**src/soc_periph_params.svh**
```systemverilog
`ifndef SOC_PERIPH_PARAMS_SVH
`define SOC_PERIPH_PARAMS_SVH

// apb slave port
`define APB_ADDR_W       12
`define APB_DATA_W       32
`define APB_SLV_SEL_LSB  8   // paddr[11:8] picks the block

// timer register map
`define TIMER_CFG_OFS    8'h00
`define TIMER_CNT_OFS    8'h04
`define TIMER_CMP_OFS    8'h08

// event generator register map
`define EVT_MASK_OFS     8'h00
`define EVT_SW_OFS       8'h04
`define EVT_PEND_OFS     8'h08

// event sources, peripherals sit in the low bits
`define NUM_EVT            16
`define NUM_PER_EVT        8
`define EVT_IDX_TIMER      8
`define EVT_IDX_REF_RISE   9
`define EVT_IDX_REF_FALL   10
`define FC_IDX_FIFO_VALID  11   // fc word bit, fifo not empty

`define EVNT_WIDTH       8
`define EVT_FIFO_DEPTH   4

`endif

```
**src/soc_periph_pkg.sv**
```systemverilog
`default_nettype none

`include "soc_periph_params.svh"

package soc_periph_pkg;

  // apb request, master to slave
  typedef struct packed {
    logic                   psel;
    logic                   penable;
    logic                   pwrite;
    logic [`APB_ADDR_W-1:0] paddr;
    logic [`APB_DATA_W-1:0] pwdata;
  } apb_req_t;

  // apb response, slave to master
  typedef struct packed {
    logic [`APB_DATA_W-1:0] prdata;
    logic                   pready;
    logic                   pslverr;
  } apb_rsp_t;

  // one bit per event source
  typedef logic [`NUM_EVT-1:0] evt_vec_t;

  // dispatched event number
  typedef logic [`EVNT_WIDTH-1:0] event_id_t;

  // raw fc event word
  typedef logic [`NUM_EVT-1:0] fc_events_t;

endpackage

`default_nettype wire

```
**src/apb_periph_decode.sv**
```systemverilog
`timescale 1ns/10ps
`default_nettype none

`include "soc_periph_params.svh"

module apb_periph_decode import soc_periph_pkg::*; (
  input  apb_req_t apb_req_i,     // from the bus master
  output apb_rsp_t apb_rsp_o,
  output apb_req_t timer_req_o,   // slot 0
  input  apb_rsp_t timer_rsp_i,
  output apb_req_t evt_req_o,     // slot 1
  input  apb_rsp_t evt_rsp_i
);

  localparam int SEL_W = `APB_ADDR_W - `APB_SLV_SEL_LSB;
  localparam logic [SEL_W-1:0] SEL_TIMER = SEL_W'(0);
  localparam logic [SEL_W-1:0] SEL_EVT   = SEL_W'(1);

  logic [SEL_W-1:0] blk_sel;   // block field of paddr

  assign blk_sel = apb_req_i.paddr[`APB_ADDR_W-1:`APB_SLV_SEL_LSB];

  // same request to both blocks, only psel is qualified
  always_comb begin
    timer_req_o      = apb_req_i;
    timer_req_o.psel = apb_req_i.psel & (blk_sel == SEL_TIMER);
    evt_req_o        = apb_req_i;
    evt_req_o.psel   = apb_req_i.psel & (blk_sel == SEL_EVT);
  end

  // response mux
  always_comb begin
    case (blk_sel)
      SEL_TIMER: apb_rsp_o = timer_rsp_i;
      SEL_EVT:   apb_rsp_o = evt_rsp_i;
      default: begin
        // hole in the map
        apb_rsp_o.prdata  = '0;
        apb_rsp_o.pready  = 1'b1;             // zero wait states here too
        apb_rsp_o.pslverr = apb_req_i.psel;   // error only while selected
      end
    endcase
  end

endmodule

`default_nettype wire

```
**src/ref_clk_edge_detect.sv**
```systemverilog
`timescale 1ns/10ps
`default_nettype none

module ref_clk_edge_detect (
  input  logic clk_i,
  input  logic rst_n_i,
  input  logic ref_clk_i,   // slow reference, async to clk_i
  output logic rise_o,
  output logic fall_o
);

  logic [1:0] sync_q;   // two-flop synchronizer
  logic       hist_q;   // last synchronized level

  always_ff @(posedge clk_i or negedge rst_n_i) begin
    if (!rst_n_i) begin
      sync_q <= '0;
      hist_q <= 1'b0;
      rise_o <= 1'b0;
      fall_o <= 1'b0;
    end else begin
      sync_q <= {sync_q[0], ref_clk_i};
      hist_q <= sync_q[1];
      // registered pulses, third clock after the pin moves
      rise_o <= sync_q[1] & ~hist_q;
      fall_o <= ~sync_q[1] & hist_q;
    end
  end

endmodule

`default_nettype wire

```
**src/soc_timer_unit.sv**
```systemverilog
`timescale 1ns/10ps
`default_nettype none

`include "soc_periph_params.svh"

module soc_timer_unit import soc_periph_pkg::*; (
  input  logic     clk_i,
  input  logic     rst_n_i,
  input  apb_req_t apb_req_i,
  output apb_rsp_t apb_rsp_o,
  input  logic     tick_i,         // ref clk rise pulse
  input  logic     stop_timer_i,   // freeze, e.g. core halted
  output logic     match_o
);

  localparam int OFS_W = `APB_SLV_SEL_LSB;

  logic                   enable_q;
  logic [`APB_DATA_W-1:0] count_q;
  logic [`APB_DATA_W-1:0] cmp_q;
  logic [`APB_DATA_W-1:0] count_inc;
  logic [OFS_W-1:0]       reg_ofs;
  logic                   apb_wr;
  logic                   cnt_wr;
  logic                   run;
  logic                   hit;

  assign reg_ofs   = apb_req_i.paddr[OFS_W-1:0];
  assign apb_wr    = apb_req_i.psel & apb_req_i.penable & apb_req_i.pwrite;
  assign cnt_wr    = apb_wr & (reg_ofs == `TIMER_CNT_OFS);
  assign run       = tick_i & enable_q & ~stop_timer_i;
  assign count_inc = count_q + 1'b1;
  assign hit       = run & (count_inc == cmp_q);   // next value reaches compare

  // config and compare regs
  always_ff @(posedge clk_i or negedge rst_n_i) begin
    if (!rst_n_i) begin
      enable_q <= 1'b0;
      cmp_q    <= '0;
    end else if (apb_wr) begin
      case (reg_ofs)
        `TIMER_CFG_OFS: enable_q <= apb_req_i.pwdata[0];
        `TIMER_CMP_OFS: cmp_q    <= apb_req_i.pwdata;
        default: ;
      endcase
    end
  end

  // counter, a bus write beats the tick
  always_ff @(posedge clk_i or negedge rst_n_i) begin
    if (!rst_n_i) begin
      count_q <= '0;
      match_o <= 1'b0;
    end else begin
      match_o <= hit & ~cnt_wr;   // high while count reads back 0
      if (cnt_wr) begin
        count_q <= apb_req_i.pwdata;
      end else if (hit) begin
        count_q <= '0;            // wrap on match
      end else if (run) begin
        count_q <= count_inc;
      end
    end
  end

  always_comb begin
    apb_rsp_o.pready  = 1'b1;
    apb_rsp_o.pslverr = 1'b0;
    case (reg_ofs)
      `TIMER_CFG_OFS: apb_rsp_o.prdata = {{(`APB_DATA_W-1){1'b0}}, enable_q};
      `TIMER_CNT_OFS: apb_rsp_o.prdata = count_q;
      `TIMER_CMP_OFS: apb_rsp_o.prdata = cmp_q;
      default:        apb_rsp_o.prdata = '0;
    endcase
  end

endmodule

`default_nettype wire

```
**src/event_dispatch_fsm.sv**
```systemverilog
`timescale 1ns/10ps
`default_nettype none

`include "soc_periph_params.svh"

module event_dispatch_fsm import soc_periph_pkg::*; (
  input  logic      clk_i,
  input  logic      rst_n_i,
  input  apb_req_t  apb_req_i,
  output apb_rsp_t  apb_rsp_o,
  input  evt_vec_t  events_i,      // raw sources, one cycle pulses
  output logic      push_valid_o,  // towards the fifo
  output event_id_t push_id_o,
  input  logic      push_ready_i
);

  localparam int OFS_W = `APB_SLV_SEL_LSB;

  typedef enum logic {
    SCAN,
    OFFER
  } state_e;

  state_e           state_q;
  evt_vec_t         mask_q;
  evt_vec_t         pend_q;
  evt_vec_t         pend_set;
  evt_vec_t         pend_clr;
  event_id_t        id_q;      // id on offer
  event_id_t        low_idx;   // lowest pending index
  logic [OFS_W-1:0] reg_ofs;
  logic             apb_wr;

  assign reg_ofs = apb_req_i.paddr[OFS_W-1:0];
  assign apb_wr  = apb_req_i.psel & apb_req_i.penable & apb_req_i.pwrite;

  always_comb begin
    pend_set = events_i & mask_q;
    if (apb_wr && reg_ofs == `EVT_SW_OFS) begin
      pend_set = pend_set | apb_req_i.pwdata[`NUM_EVT-1:0];   // sw bits skip the mask
    end
    // handshake retires the bit on offer
    pend_clr = (state_q == OFFER && push_ready_i) ? (evt_vec_t'(1) << id_q) : '0;
  end

  // priority encoder, index 0 wins
  always_comb begin
    low_idx = '0;
    for (int i = `NUM_EVT - 1; i >= 0; i--) begin
      if (pend_q[i]) begin
        low_idx = event_id_t'(i);
      end
    end
  end

  always_ff @(posedge clk_i or negedge rst_n_i) begin
    if (!rst_n_i) begin
      mask_q <= '0;
      pend_q <= '0;
    end else begin
      if (apb_wr && reg_ofs == `EVT_MASK_OFS) begin
        mask_q <= apb_req_i.pwdata[`NUM_EVT-1:0];
      end
      pend_q <= (pend_q & ~pend_clr) | pend_set;   // a repeat merges into the set bit
    end
  end

  ////////////////////////////////////////////////////////////////////////////
  // dispatch FSM
  ////////////////////////////////////////////////////////////////////////////

  always_ff @(posedge clk_i or negedge rst_n_i) begin
    if (!rst_n_i) begin
      state_q <= SCAN;
      id_q    <= '0;
    end else begin
      case (state_q)
        SCAN: begin
          if (|pend_q) begin
            id_q    <= low_idx;
            state_q <= OFFER;
          end
        end
        OFFER: begin
          if (push_ready_i) begin
            state_q <= SCAN;   // valid held until here
          end
        end
        default: state_q <= SCAN;
      endcase
    end
  end

  assign push_valid_o = (state_q == OFFER);
  assign push_id_o    = id_q;

  always_comb begin
    apb_rsp_o.pready  = 1'b1;
    apb_rsp_o.pslverr = 1'b0;
    case (reg_ofs)
      `EVT_MASK_OFS: apb_rsp_o.prdata = `APB_DATA_W'(mask_q);
      `EVT_PEND_OFS: apb_rsp_o.prdata = `APB_DATA_W'(pend_q);
      default:       apb_rsp_o.prdata = '0;   // sw reg reads zero
    endcase
  end

endmodule

`default_nettype wire

```
**src/event_fifo.sv**
```systemverilog
`timescale 1ns/10ps
`default_nettype none

`include "soc_periph_params.svh"

module event_fifo import soc_periph_pkg::*; (
  input  logic      clk_i,
  input  logic      rst_n_i,
  input  logic      push_valid_i,
  input  event_id_t push_id_i,
  output logic      push_ready_o,
  output logic      pop_valid_o,   // cluster event side
  output event_id_t pop_id_o,
  input  logic      pop_ready_i
);

  localparam int DEPTH = `EVT_FIFO_DEPTH;
  localparam int PTR_W = $clog2(DEPTH);
  localparam int CNT_W = $clog2(DEPTH + 1);

  event_id_t        mem_q [DEPTH];
  logic [PTR_W-1:0] wr_ptr_q;
  logic [PTR_W-1:0] rd_ptr_q;
  logic [CNT_W-1:0] count_q;   // occupancy
  logic             push;
  logic             pop;
  logic             full;

  function automatic logic [PTR_W-1:0] ptr_next(input logic [PTR_W-1:0] ptr);
    return (ptr == PTR_W'(DEPTH - 1)) ? '0 : ptr + 1'b1;
  endfunction

  assign full         = (count_q == CNT_W'(DEPTH));
  assign push_ready_o = ~full | pop_ready_i;   // full still takes one while popping
  assign pop_valid_o  = (count_q != '0);
  assign pop_id_o     = mem_q[rd_ptr_q];       // show-ahead
  assign push         = push_valid_i & push_ready_o;
  assign pop          = pop_valid_o & pop_ready_i;

  always_ff @(posedge clk_i) begin
    if (push) begin
      mem_q[wr_ptr_q] <= push_id_i;
    end
  end

  always_ff @(posedge clk_i or negedge rst_n_i) begin
    if (!rst_n_i) begin
      wr_ptr_q <= '0;
      rd_ptr_q <= '0;
      count_q  <= '0;
    end else begin
      if (push) begin
        wr_ptr_q <= ptr_next(wr_ptr_q);
      end
      if (pop) begin
        rd_ptr_q <= ptr_next(rd_ptr_q);
      end
      case ({push, pop})
        2'b10:   count_q <= count_q + 1'b1;
        2'b01:   count_q <= count_q - 1'b1;
        default: count_q <= count_q;   // both or neither
      endcase
    end
  end

endmodule

`default_nettype wire

```
**src/soc_periph_top.sv**
```systemverilog
`timescale 1ns/10ps
`default_nettype none

`include "soc_periph_params.svh"

module soc_periph_top import soc_periph_pkg::*; (
  input  logic                    clk_i,
  input  logic                    rst_n_i,
  input  logic                    ref_clk_i,      // slow reference clock
  input  logic                    stop_timer_i,
  input  logic [`NUM_PER_EVT-1:0] per_events_i,
  input  apb_req_t                apb_req_i,
  output apb_rsp_t                apb_rsp_o,
  output logic                    cl_event_valid_o,
  output event_id_t               cl_event_data_o,
  input  logic                    cl_event_ready_i,
  output fc_events_t              fc_events_o
);

  apb_req_t  timer_req;
  apb_rsp_t  timer_rsp;
  apb_req_t  evt_req;
  apb_rsp_t  evt_rsp;
  logic      ref_rise;
  logic      ref_fall;
  logic      timer_match;
  logic      push_valid;
  logic      push_ready;
  event_id_t push_id;
  evt_vec_t  evt_src;     // all event sources, raw

  always_comb begin
    evt_src                      = '0;   // 11 and up come from sw only
    evt_src[`NUM_PER_EVT-1:0]    = per_events_i;
    evt_src[`EVT_IDX_TIMER]      = timer_match;
    evt_src[`EVT_IDX_REF_RISE]   = ref_rise;
    evt_src[`EVT_IDX_REF_FALL]   = ref_fall;
    // fc word mirrors the sources plus fifo not empty
    fc_events_o                     = fc_events_t'(evt_src);
    fc_events_o[`FC_IDX_FIFO_VALID] = cl_event_valid_o;
  end

  ////////////////////////////////////////////////////////////////////////////
  // apb decode and register blocks
  ////////////////////////////////////////////////////////////////////////////

  apb_periph_decode apb_periph_decode_inst (
    .apb_req_i   (apb_req_i),
    .apb_rsp_o   (apb_rsp_o),
    .timer_req_o (timer_req),
    .timer_rsp_i (timer_rsp),
    .evt_req_o   (evt_req),
    .evt_rsp_i   (evt_rsp)
  );

  ref_clk_edge_detect ref_clk_edge_detect_inst (
    .clk_i     (clk_i),
    .rst_n_i   (rst_n_i),
    .ref_clk_i (ref_clk_i),
    .rise_o    (ref_rise),
    .fall_o    (ref_fall)
  );

  soc_timer_unit soc_timer_unit_inst (
    .clk_i        (clk_i),
    .rst_n_i      (rst_n_i),
    .apb_req_i    (timer_req),
    .apb_rsp_o    (timer_rsp),
    .tick_i       (ref_rise),      // counts ref clk rises
    .stop_timer_i (stop_timer_i),
    .match_o      (timer_match)
  );

  ////////////////////////////////////////////////////////////////////////////
  // event path, dispatcher into fifo into cluster port
  ////////////////////////////////////////////////////////////////////////////

  event_dispatch_fsm event_dispatch_fsm_inst (
    .clk_i        (clk_i),
    .rst_n_i      (rst_n_i),
    .apb_req_i    (evt_req),
    .apb_rsp_o    (evt_rsp),
    .events_i     (evt_src),
    .push_valid_o (push_valid),
    .push_id_o    (push_id),
    .push_ready_i (push_ready)
  );

  event_fifo event_fifo_inst (
    .clk_i        (clk_i),
    .rst_n_i      (rst_n_i),
    .push_valid_i (push_valid),
    .push_id_i    (push_id),
    .push_ready_o (push_ready),
    .pop_valid_o  (cl_event_valid_o),
    .pop_id_o     (cl_event_data_o),
    .pop_ready_i  (cl_event_ready_i)
  );

endmodule

`default_nettype wire

```
**config.mk**
```make
export PLATFORM = sky130hd
export DESIGN_NAME = soc_periph_top
export DESIGN_NICKNAME = d
export VERILOG_FILES = /design/src/soc_periph_pkg.sv /design/src/apb_periph_decode.sv /design/src/ref_clk_edge_detect.sv /design/src/soc_timer_unit.sv /design/src/event_dispatch_fsm.sv /design/src/event_fifo.sv /design/src/soc_periph_top.sv
export VERILOG_INCLUDE_DIRS = /design/src
export SDC_FILE = /design/constraint.sdc
export NUM_CORES = 1
export LEC_CHECK = 0
export BUFFER_PORTS_ARGS = -buffer_cell sky130_fd_sc_hd__buf_2
export CAP_MARGIN = 20
export CORE_ASPECT_RATIO = 2
export CORE_MARGIN = 2
export CORE_UTILIZATION = 35
export DETAILED_ROUTE_END_ITERATION = 12
export PLACE_DENSITY_LB_ADDON = 0.08
export SLEW_MARGIN = 10
export SYNTH_ARGS = -nofsm -noshare
export SYNTH_HDL_FRONTEND = slang
export SYNTH_SLANG_ARGS = --single-unit
export TNS_END_PERCENT = 20
```
**constraint.sdc**
```tcl
create_clock -name clk_i -period 3.5 [get_ports clk_i]
set_input_delay 0.175 -clock clk_i [delete_from_list [all_inputs] [get_ports clk_i]]
set_output_delay 0.175 -clock clk_i [all_outputs]
set_load 0.005 [all_outputs]
```
Word-level counts from Yosys, hierarchy flattened:

Memory sizes are Yosys's and may differ from the RTL's.
Index checks and enable logic that the tools add are counted.

* flip-flop bits (word level): 119
* bits in writable memories: 32
* bits of input ports: 60
* output and inout bits: 59
* word-level logic and storage cells: 102
* memories kept: 1

* add/subtract/negate cells: 5
* eq/ne operators: 9
* shift-type cells: 1
* multiplexer cells: 32
* bitwise operators: 27
* reductions and logical operators: 12

Memory list
* event_fifo_inst.mem_q: words 4, bits a word 8, read ports 1, clocked after Yosys merged registers in 0, write ports 1, line event_fifo.sv:21 `event_id_t mem_q [DEPTH];`

Operator list (count)
* $mux W8: 15
* $mux W32: 3
* $pmux W32 S3: 1
* $pmux W34 S2: 1
* $add A32 B1 Y32 const B: 1
* $eq A32 B32 Y1: 1
* $mux W16: 2
* $or A16 B16 Y16: 2
* $pmux W16 S2: 1
* $and A11 B16 Y16: 1
* $and A16 B16 Y16: 1
* $not A16 Y16: 1
* $reduce_or A16 Y1: 1
* $shl A1 B8 Y16 const A: 1
* $and A1 B1 Y1: 15
* $eq A8 B3 Y1 const B: 1
* $eq A8 B4 Y1 const B: 1
* $logic_not A8 Y1: 1
* $eq A2 B2 Y1 const B: 3
* $not A1 Y1: 6
* $pmux W3 S2: 1
* $reduce_and A2 Y1: 3
* $reduce_bool A3 Y1: 2
* $add A2 B1 Y2 const B: 2
* other kinds (13): 19

Longest topological paths before layout:

Gate-level depths: netlist of the first run.

* depth after elaboration: 16
* mapped depth: 12
* mapped depth without buffers: 10

By module:

A second synthesis of the first run with hierarchy kept.

* cell total of the unflattened synthesis: 1118
* area, all modules: 10566.4 um2

Modules (own cells, without submodules)
* soc_timer_unit: times used 1, cells an instance 608, area an instance 5273.8 um2, seq. area each 1651.6 um2
* event_dispatch_fsm: times used 1, cells an instance 229, area an instance 2155.8 um2, seq. area each 925.9 um2
* event_fifo: times used 1, cells an instance 85, area an instance 1602.8 um2, seq. area each 1136.1 um2
* apb_periph_decode: times used 1, cells an instance 172, area an instance 1270.0 um2, seq. area each 0.0 um2
* ref_clk_edge_detect: times used 1, cells an instance 7, area an instance 140.1 um2, seq. area each 125.1 um2
* soc_periph_top: times used 1, cells an instance 17, area an instance 123.9 um2, seq. area each 0.0 um2

Least setup slack after synthesis of the first run:

OpenSTA, ideal clock, no wires.

* path kind: register to register
* start: register soc_timer_unit_inst.count_q[1]
* end: register soc_timer_unit_inst.count_q[15]
* setup time: 127 ps
* arrival: 3014 ps
* required time: 3373 ps
* path slack: 358 ps
* stages on the path, launching flop included: 13
* path buffers: 2
* period minus slack after synthesis: 3142 ps
* cell sequence: dfrtp_1 ha_1 nand3_1 clkbuf_1 nor4_4 nand3_1 a2111oi_0 nand4_1 nor4_4 buf_6 o21ai_1 a221oi_1 nor2_1

* longest elaborated chain between the ends: 5
* elaborated cells on any way between the ends: 7
* those cells by class: add/sub (1); eq/ne (1); mux (3); bitwise (1); reduce/logical (1)

RTL lines
* start, declared: line soc_timer_unit.sv:19 `` logic [`APB_DATA_W-1:0] count_q; ``
* start signal, assigned: line soc_timer_unit.sv:57 `count_q <= apb_req_i.pwdata;`
* start signal, assigned: line soc_timer_unit.sv:61 `count_q <= count_inc;`
* $add A32 B1 Y32 *: line soc_timer_unit.sv:32 `assign count_inc = count_q + 1'b1;`
* $eq A32 B32 Y1: line soc_timer_unit.sv:33 `assign hit = run & (count_inc == cmp_q);`
* $and A1 B1 Y1: line soc_timer_unit.sv:33
* $mux W32: line soc_timer_unit.sv:58 `end else if (hit) begin`
* $mux W32: line soc_timer_unit.sv:56 `if (cnt_wr) begin`

Every way passes the cells marked *; elsewhere a longest branch is shown, timed or not. The select of a mux whose other input is x is not followed.
A chain may end at the register's enable or synchronous reset.

Final worst setup path of the first run:

* start: register soc_timer_unit_inst.count_q[0]
* end: register soc_timer_unit_inst.count_q[3]

The elaborated chain is that of the path after synthesis.

==> metrics.md, run 1 <==
| Metric | Value |
|---|---|
| Status | finished, final reports clean |
| Layout cell share with drive strength beyond 1 | 26.8% |
| HP Class | in -> reg |
| Setup TNS | 0 ps |
| Port bufs | 109 |
| Number of CTS-inserted buffers | 17 |
| Final period utilization | 95.2% |
| Worst slew pin tran | 1020 ps |
| TritonRoute pass-1 iters | 5 |
| FMAX | 300 MHz |
| Post-route cell area | 9970 sq um |
| Most frequent cell after synthesis | dfrtp_1 |
| Ys Warns | 0 |
| Post-synthesis cell count | 878 |
| Critical path type | reg -> reg |
| Number of synthesized flops with an enable pin | 16 |
| DRT iter0 DRCs | 472 |
| H-tree depth | 4 |
| Vias per inst | 5.57 |
| Critical path startpoint category | flop |
| Max clock buf depth | 2 |
| Setup Viol. Count Final | 0 |
| Synth unique cells | 69 |
| Slew Limit Fails | 0 |
| Total grt overflow | 0 |
| FP Rows | 79 |
| Top Ports | 119 |
| Final wirelength | 26.0 mm |
| Fillers | 2325 |
| Power Density | 384 nW/um^2 |
| RSZ-0062 raised after global routing | false |
| Worst setup margin | 167 ps |
| Max_cap viols | 0 |
| Tot GR Track Use | 22.0% |
| Synth top area share | 35.4% |
| Worst-path clk slew | 60 ps |
| Clock skew | 8.58 ps |
| Final Net Count | 1089 |
| Post-Place Setup Slack | 161 ps |
| Clk_lat worst skew | 440 ps |
| DIE WIDTH | 112 um |
| Post-route ant nets | 0 |
| Post-synthesis sequential area ratio | 41.3% |
| Diode count | 0 |
| Comb power frac | 12.1% |
| Async S/R FF share, synth | 87.8% |
| Largest net degree at the start of global routing | 68 |
| WL/cell | 19.8 um |
| CORE AREA | 23000 sq um |
| Top cells by count, synth | dfrtp_1 (115), nand2_1 (76), nor2_1 (73) |
| Synthesized cell area | 8140 sq um |
| Clk root buf | clkbuf_16 |
| Clock power frac | 42.7% |
| Area growth syn-to-layout | 22.5% |
| Yosys top cell by area | dfrtp_1 |
| DP Wirelength | 19.2 mm |
| Tmin final | 3330 ps |
| Routed via count | 7326 |
| Leakage power | 4.27 nW |
| Vias in the first global route | 7140 |
| Final hold violation count | 0 |
| Die area | 24600 sq um |
| Req. time, crit path | 3800 ps |
| CTS tree | yes |
| Worst relative slew slack | 32.1% |
| Switching part of the total | 27.8% |
| Initial antenna violation count | 0 |
| Syn_area_per_cell | 9.27 sq um |
| Chip height | 220 um |
| Final Wtd Congestion | 0.895 |
| Fin Hold WS | 10.1 ps |
| CP arrival | 3640 ps |
| Maximum VDD drop | 0.000328 V |
| Primary FF master, synth | dfrtp_1 |
| Worst-path fanout max | 8 |
| CTS Sinks | 131 |
| First-pass GRT wire length | 41.6 mm |
| Crit path capture type | flop |
| Initial Util | 35.3% |
| Placed cell areas | 9160 sq um |
| P_int | 0.00277 W |
| Synth Register Bits | 131 |
| Psw | 0.00107 W |
| Synth top area cells | dfrtp_1 (35%), mux2_2 (6.9%), edfxtp_1 (5.9%) |
| Seq pwr share | 45.3% |
| Remaining DRCs | 0 |
==> cell usage in the layout, fill, tap and decap left out, types with 8 or more instances in the layout <==
master and n:
clkbuf_16 17, a31oi_1 13, a22oi_1 58, nor3_1 24, buf_4 65, nand3b_1 9, or4_1 12, xor2_1 16
conb_1 9, nand2_1 76, nor2_1 73, edfxtp_1 16, buf_2 108, xnor2_1 35, a21oi_1 40, dlygate4sd3_1 26
o21ai_0 46, o22ai_1 15, nand4_1 17, nand3_1 26, or3_1 14, dfrtp_1 115, nor2b_1 9, mux2_2 50
nor4_1 9, and3_1 8, inv_1 17
==> registers in the layout (all words and copies together) (netlist names) <==
register                              flops
event_dispatch_fsm_inst.mask_q           16
event_dispatch_fsm_inst.pend_q           16
event_dispatch_fsm_inst.push_id_o         4
event_dispatch_fsm_inst.push_valid_o      1
event_fifo_inst.count_q                   3
event_fifo_inst.mem_q                    16
event_fifo_inst.rd_ptr_q                  2
event_fifo_inst.wr_ptr_q                  2
ref_clk_edge_detect_inst.fall_o           1
ref_clk_edge_detect_inst.hist_q           1
ref_clk_edge_detect_inst.rise_o           1
ref_clk_edge_detect_inst.sync_q           2
soc_timer_unit_inst.cmp_q                32
soc_timer_unit_inst.count_q              32
soc_timer_unit_inst.enable_q              1
soc_timer_unit_inst.match_o               1
==> repair_timing <==
item                                   CTS  global route
hold buffers                            26             0
setup endpoints to repair                0            26
setup buffers                            0             0
endpoints found under the hold margin   85             0
resized for setup                        0             3
==> final timing paths <==
| path | startpoint | cells past startpoint | slack [ps] | to |
|---|---|---|---|---|
| min in group asynchronous | rst_n_i | 2 | 310 | event_dispatch_fsm_inst.push_id_o[0] |
| max in group asynchronous | rst_n_i | 3 | 2350 | soc_timer_unit_inst.count_q[22] |
| min reg2reg | ref_clk_edge_detect_inst.sync_q[0] | 0 | 350 | ref_clk_edge_detect_inst.sync_q[1] |
| max reg2reg | soc_timer_unit_inst.count_q[0] | 12 | 170 | soc_timer_unit_inst.count_q[3] |
| min | per_events_i[6] | 3 | 10 | event_dispatch_fsm_inst.pend_q[6] |
| max | soc_timer_unit_inst.count_q[0] | 12 | 170 | soc_timer_unit_inst.count_q[3] |
==> metal layers <==
metal | GRT usage (%) | vias up | part of all wire [%]
li1 | - | 3486 | -
met1 | 30.4 | 3606 | 46
met2 | 34.8 | 208 | 47
met3 | 3.82 | 26 | 4.8
met4 | 7.98 | 0 | 2.0
met5 | 0 | - | 0
==> worst max-delay path, cell delays in order (launching register included) <==
cell	delay, ps
dfrtp_1	410
ha_1	200
nand3_1	160
or3_1	450
or4_1	580
xnor2_1	270
nand4b_1	190
nor4_4	220
buf_4	210
buf_4	170
a31oi_1	50
o21ai_0	160
a31oi_1	100
==> power groups by stage <==
stage / combinational, W / sequential (W) / clock [W]
after global routing: 0.000526 / 0.00175 / 0.00174
after global placement: 0.000435 / 0.00176 / 0
after CTS: 0.000474 / 0.00174 / 0.00168
final: 0.000462 / 0.00173 / 0.00164
after detailed placement: 0.000448 / 0.00176 / 0
after floorplan: 0.000298 / 0.00172 / 0
==> cell type report <==
type | instances | area [sq um] | area share, %
inverters | 17 | 63.8 | 0.640
well taps | 283 | 354 | 3.55
flip-flops and latches | 131 | 3360 | 33.7
clock buffers | 17 | 425 | 4.27
multi-input cells | 654 | 4350 | 43.6
clock inverters | 14 | 109 | 1.09
repair buffers | 200 | 1310 | 13.1
==> through the flow <==
| stage | power [W] | util, % | cells |
|---|---|---|---|
| 2_1_floorplan | 0.00202 | - | 885 |
| 3_3_place_gp | 0.00219 | 39.8 | 1259 |
| 3_5_place_dp | 0.00221 | 39.8 | 1259 |
| 4_1_cts | 0.00389 | 43.2 | 1316 |
| 5_1_grt | 0.00402 | 43.3 | 1316 |
| 6_report | 0.00383 | 43.3 | 1316 |
==> cell families (layout without fill, tap and decap cells) <==
group | count (synthesis) | after routing | synth area share (%)
XOR/XNOR | 51 | 51 | 5.49
flip-flops | 131 | 131 | 41.3
other | 2 | 9 | 0.0923
AO/OA/AOI/OAI | 212 | 212 | 17.0
AND/OR/NAND/NOR | 316 | 316 | 20.4
multiplexers | 58 | 58 | 8.52
buffers and inverters | 100 | 248 | 5.98
adder cells (fa/ha/maj) | 8 | 8 | 1.32
No activity file was read; power rests on OpenSTA's default activity.
==> run 2: changes to the inputs <==
Clock period 3.5 ns to 3.3 ns, I/O delays scaled along.
==> metrics.md, run 2 (same netlist as run 1, synthesis figures left out) <==
| Metric | Value |
|---|---|
| Top flop regs | soc_timer_unit_inst.cmp_q: 32 flops, soc_timer_unit_inst.count_q: 32 flops |
| Vias per inst | 5.50 (-1.2%) |
| Commonest non-fill, non-tap cells in the layout | dfrtp_1 (115), buf_2 (108), buf_4 (98) |
| FP Rows | 79 (unchanged) |
| Diode count | 0 (unchanged) |
| Critical path startpoint category | flop |
| Placed cell areas | 9370 sq um (+2.3%) |
| TritonRoute pass-1 iters | 5 (unchanged) |
| Largest net degree at the start of global routing | 60 (-12%) |
| HP Class | in -> reg |
| Maximum VDD drop | 0.000405 V (+23%) |
| DP Wirelength | 19.5 mm (+1.6%) |
| Leakage power | 4.58 nW (+7.3%) |
| Final wirelength | 27.0 mm (+3.6%) |
| CORE AREA | 23000 sq um (unchanged) |
| Number of CTS-inserted buffers | 17 (unchanged) |
| Slew Limit Fails | 0 (unchanged) |
| Clk_lat worst skew | 450 ps (about the same) |
| Final Wtd Congestion | 0.890 (-0.57%) |
| Status | finished, final reports clean |
| Req. time, crit path | 3610 ps (-190 ps) |
| Initial Util | 35.3% (unchanged) |
| Commonest non-fill, non-tap cell in the layout | dfrtp_1 |
| H-tree depth | 4 (unchanged) |
| Worst setup startpoint | soc_timer_unit_inst.count_q[13] |
| M1 WL | 12.3 mm (+2.1%) |
| Remaining DRCs | 0 (unchanged) |
| Final hold violation count | 0 (unchanged) |
| CTS Sinks | 131 (unchanged) |
| Max clock buf depth | 2 (unchanged) |
| DIE WIDTH | 112 um (unchanged) |
| Port bufs | 109 (unchanged) |
| Worst-path clk slew | 60 ps (about the same) |
| First-pass GRT wire length | 42.5 mm (+2.2%) |
| Metal3 WL | 1.11 mm (-11%) |
| Worst relative slew slack | 34.6% (+2.4 points) |
| Tot GR Track Use | 22.4% (+0.38 points) |
| Final Net Count | 1137 (+4.4%) |
| Post-route cell area | 10600 sq um (+6.6%) |
| WL met2 | 13.0 mm (+6.8%) |
| Worst-path fanout max | 6 (-2) |
| Die area | 24600 sq um (unchanged) |
| Final period utilization | 98.7% (+3.5 points) |
| Worst setup margin | 41.8 ps (-125 ps) |
| Chip height | 220 um (unchanged) |
| WL/cell | 19.8 um (-0.15%) |
| Post-route ant nets | 0 (unchanged) |
| RSZ-0062 raised after global routing | true |
| Tmin final | 3260 ps (-74.7 ps) |
| Routed via count | 7507 (+2.5%) |
| R2R Path End | soc_timer_unit_inst.count_q[18] |
| Area growth syn-to-layout | 30.5% |
| Fin Hold WS | 9.70 ps (-0.425 ps) |
| Vias in the first global route | 7462 (+4.5%) |
| Initial antenna violation count | 0 (unchanged) |
| CP arrival | 3570 ps (-70 ps) |
| Hold path start | apb_req_i[15] |
| Critical path type | reg -> reg |
| Max_cap viols | 0 (unchanged) |
| Core Util, Final | 46.1% (+2.8 points) |
| Setup Viol. Count Final | 0 (unchanged) |
| FF-to-FF Start | soc_timer_unit_inst.count_q[13] |
| FMAX | 307 MHz (+2.3%) |
| Reg2Reg Setup Slack | 40 ps (-130 ps) |
| Highest metal used | met4 |
| CP endpoint | soc_timer_unit_inst.count_q[18] |
| Power Density | 401 nW/um^2 (+4.3%) |
| CTS tree | yes |
| DRT iter0 DRCs | 485 (+2.8%) |
| Post-Place Setup Slack | -199 ps (-360 ps) |
| Crit path capture type | flop |
| Top Ports | 119 (unchanged) |
| Cells on worst reg2reg path | 12 (unchanged) |
| Clk root buf | clkbuf_16 |
| Total grt overflow | 0 (unchanged) |
| Layout cell share with drive strength beyond 1 | 31.8% (+5.0 points) |
| Clock skew | 6.67 ps (-1.91 ps) |
| Worst slew pin tran | 979 ps (-36.4 ps) |
run 2: changes by cell type in the layout (fill, tap and decap cells not counted), sizes merged:
| cell | before | now |
|---|---|---|
| buf | 174 | 217 |
| clkinv | 9 | 3 |
| bufinv | 0 | 1 |
| dlygate4sd3 | 26 | 31 |
| inv | 21 | 27 |
run 2: what timing repair did:
action,CTS,global route
pin swaps,0,21
buffers inserted,0,13
cloned,1,1
endpoints found under the setup margin,24,33
resized for setup,6,44
hold buffers,31,0
hold endpoints to repair,111,0
run 2: per-stage QoR:
step	std cells	power (W)	setup TNS [ps]
finish	1365	0.00426	0
detailed placement	1287	0.00235	-3110
CTS	1351	0.00432	-354
floorplan	885	0.00214	0
global route	1365	0.00446	-35.1
global placement	1287	0.00233	-540
run 2: area by class of cell:
class                   instances  area [sq um]
clock inverters                15           164
multi-input cells             654          4540
flip-flops and latches        131          3360
fillers                      2289         12400
inverters                      17          63.8
well taps                     283           354
clock buffers                  17           425
repair buffers                248          1720
run 2: worst min-delay path by stage:
stage / slack [ps] / depth (start not counted) / endpoint
finish: 10 / 3 / event_dispatch_fsm_inst.pend_q[15]
global route: 10 / 3 / event_dispatch_fsm_inst.pend_q[13]
CTS: 1 / 3 / event_dispatch_fsm_inst.pend_q[11]
detailed placement: 280 / 1 / ref_clk_edge_detect_inst.sync_q[0]
global placement: 270 / 1 / ref_clk_edge_detect_inst.sync_q[0]
floorplan: -130 / 0 / event_dispatch_fsm_inst.mask_q[0]
run 2: power breakdown:
| group | internal (W) | switching [W] | total, W | leakage (nW) |
|---|---|---|---|---|
| Clock | 0.00107 | 0.000848 | 0.00192 | 0.289 |
| Sequential | 0.00173 | 0.000109 | 0.00184 | 1.63 |
| Combinational | 0.000249 | 0.000248 | 0.000498 | 2.66 |
| Total | 0.00305 | 0.00121 | 0.00426 | 4.58 |
run 2: layer usage:
layer	track usage (%)	vias to the layer above
met2	37.1	201
li1	-	3574
met5	0	-
met1	29.8	3704
met3	3.77	28
met4	7.61	0
run 2: critical path: stages, from the launching register on:
cell	delay, ps
dfrtp_1	370
buf_4	150
nand4_1	170
or3_4	430
or4_4	540
xnor2_4	160
nand4b_1	180
nor4_4	360
buf_4	200
buf_6	140
nand2b_2	220
or3_1	140
a31oi_1	80
==> run 3: changes to the inputs <==
Settings changed: PLACE_DENSITY from default to 0.51, PLACE_DENSITY_LB_ADDON 0.08 to default.
==> metrics.md, run 3 (same netlist as run 1, synthesis figures left out) <==
| Metric | Value |
|---|---|
| Worst slew pin tran | 974 ps (-4.63 ps) |
| Status | finished, final reports clean |
| Hold path cells | 4 (+1) |
| Area of the multi-input gates | 4540 sq um (+0.11%) |
| Worst relative slew slack | 34.9% (+0.31 points) |
| # placed instances | 1283 (-0.31%) |
| Die area | 24600 sq um (unchanged) |
| DRT iter0 DRCs | 480 (-1.0%) |
| Area growth syn-to-layout | 30.1% |
| Final hold violation count | 0 (unchanged) |
| H-tree depth | 4 (unchanged) |
| FP Rows | 79 (unchanged) |
| CP arrival | 3540 ps (-30 ps) |
| Diode count | 0 (unchanged) |
| Worst-path fanout max | 7 (+1) |
| Commonest non-fill, non-tap cells in the layout | dfrtp_1 (111), buf_2 (110), buf_4 (97) |
| Sequential cell area | 3360 sq um (+0.15%) |
| Final Net Count | 1137 (unchanged) |
| Routed via count | 7554 (+0.63%) |
| Clock skew | 8.28 ps (+1.61 ps) |
| Tmin final | 3180 ps (-78.4 ps) |
| Worst setup startpoint | soc_timer_unit_inst.count_q[4] |
| Leakage power | 4.55 nW (-0.65%) |
| Initial Util | 35.3% (unchanged) |
| Max clock buf depth | 2 (unchanged) |
| Max_cap viols | 0 (unchanged) |
| DIE WIDTH | 112 um (unchanged) |
| CORE AREA | 23000 sq um (unchanged) |
| CP endpoint | soc_timer_unit_inst.count_q[29] |
| Commonest non-fill, non-tap cell in the layout | dfrtp_1 |
| Top flop regs | soc_timer_unit_inst.cmp_q: 32 flops, soc_timer_unit_inst.count_q: 32 flops |
| FMAX | 314 MHz (+2.5%) |
| Remaining DRCs | 0 (unchanged) |
| First-pass GRT wire length | 42.0 mm (-1.3%) |
| Final wirelength | 26.7 mm (-0.94%) |
| Post-route cell area | 10600 sq um (-0.31%) |
| Port bufs | 109 (unchanged) |
| CTS Sinks | 131 (unchanged) |
| Slew Limit Fails | 0 (unchanged) |
| Req. time, crit path | 3660 ps (+50 ps) |
| Power Density | 394 nW/um^2 (-1.8%) |
| Critical path type | reg -> reg |
| Clk root buf | clkbuf_16 |
| Final period utilization | 96.4% (-2.4 points) |
| WL/cell | 19.6 um (-0.94%) |
| Crit path capture type | flop |
| Final Wtd Congestion | 0.915 (+2.8%) |
| Placed cell areas | 9340 sq um (-0.32%) |
| Total grt overflow | 0 (unchanged) |
| Number of CTS-inserted buffers | 17 (unchanged) |
| Largest net degree at the start of global routing | 116 (+93%) |
| Setup Viol. Count Final | 0 (unchanged) |
| Top Ports | 119 (unchanged) |
| FF-to-FF Start | soc_timer_unit_inst.count_q[4] |
| Reg2Reg Setup Slack | 120 ps (+80 ps) |
| Vias per inst | 5.53 (+0.63%) |
| Initial antenna violation count | 0 (unchanged) |
| Fillers | 2270 (-0.83%) |
| R2R Path End | soc_timer_unit_inst.count_q[29] |
| TritonRoute pass-1 iters | 5 (unchanged) |
| Critical path startpoint category | flop |
| Chip height | 220 um (unchanged) |
| DP Wirelength | 19.5 mm (-0.12%) |
| Maximum VDD drop | 0.000343 V (-15%) |
| HP Class | in -> reg |
| Tot GR Track Use | 22.0% (-0.42 points) |
| Fin cells | 1365 (unchanged) |
| Clk_lat worst skew | 450 ps (about the same) |
| Layout cell share with drive strength beyond 1 | 32.2% (+0.37 points) |
| RSZ-0062 raised after global routing | true |
| CTS tree | yes |
| Post-route ant nets | 0 (unchanged) |
| Cells on worst reg2reg path | 12 (unchanged) |
| Worst-path clk slew | 70 ps (about the same) |
| Vias in the first global route | 7299 (-2.2%) |
==> run 3: cell types whose count changed in the layout (fill, tap and decap cells not counted), moves of 3 or more <==
cell,change
o21ai_0,+4
clkinv_2,+3
dfrtp_1,-4
inv_8,-5
clkinvlp_4,+3
dfrtp_2,+4
o21ai_1,-4
==> run 3: what timing repair did <==
item	CTS	global route
gates resized for setup	6	40
buffers inserted	0	16
cloned	0	2
hold buffers	32	0
endpoints found under the hold margin	164	0
endpoints found under the setup margin	27	30
pin swaps	1	23
==> run 3: per-layer routing <==
layer	wire length (um)	global-route usage, %	vias to the layer above
met5	0	0	-
met4	423	6.87	0
met3	1390	3.63	26
met2	12900	35.5	243
met1	12000	30.3	3697
li1	-	-	3588
==> run 3: through the flow <==
step	hold WS (ps)	setup TNS, ps	utilization (%)	worst slack [ps]	power (W)
after floorplan	-131	0	-	159	0.00214
after global placement	274	-489	40.6	-75.2	0.00232
after detailed placement	275	-747	40.6	-99.6	0.00236
after CTS	1.88	0	44.5	15.4	0.00422
after global routing	22.1	-189	46.0	-38.7	0.00435
final	10.4	0	46.0	120	0.00417
==> run 3: worst min path at each step <==
| stage | endpoint | from | slack, ps |
|---|---|---|---|
| final | event_dispatch_fsm_inst.push_valid_o | cl_event_ready_i | 10 |
| after global routing | soc_timer_unit_inst.count_q[10] | apb_req_i[10] | 20 |
| after CTS | event_dispatch_fsm_inst.pend_q[10] | apb_req_i[10] | 2 |
| after detailed placement | ref_clk_edge_detect_inst.sync_q[0] | ref_clk_i | 270 |
| after global placement | ref_clk_edge_detect_inst.sync_q[0] | ref_clk_i | 270 |
| after floorplan | event_dispatch_fsm_inst.mask_q[0] | rst_n_i | -130 |
==> run 3: layout make-up <==
cell class                      instances  share of cell area (%)
Timing Repair Buffer                  248                    16.1
Multi-Input combinational cell        654                    42.9
Sequential cell                       131                    31.8
Clock inverter                         15                    1.24
Clock buffer                           17                    4.02
Inverter                               17                   0.602
Tap cell                              283                    3.34
==> run 3: critical path, stage by stage (launching register included) <==
cell	delay, ps
dfrtp_1	350
nand4_1	190
or4_4	590
buf_6	140
or3_4	360
xor2_4	170
o2111ai_4	240
nor4_4	100
buf_6	150
buf_6	130
buf_4	130
or4_1	390
a31oi_1	150
==> run 3: power breakdown <==
part	internal [W]	leakage [nW]	switching, W
clock network	0.00104	0.264	0.000782
registers	0.00173	1.63	0.000112
logic	0.000250	2.66	0.000259
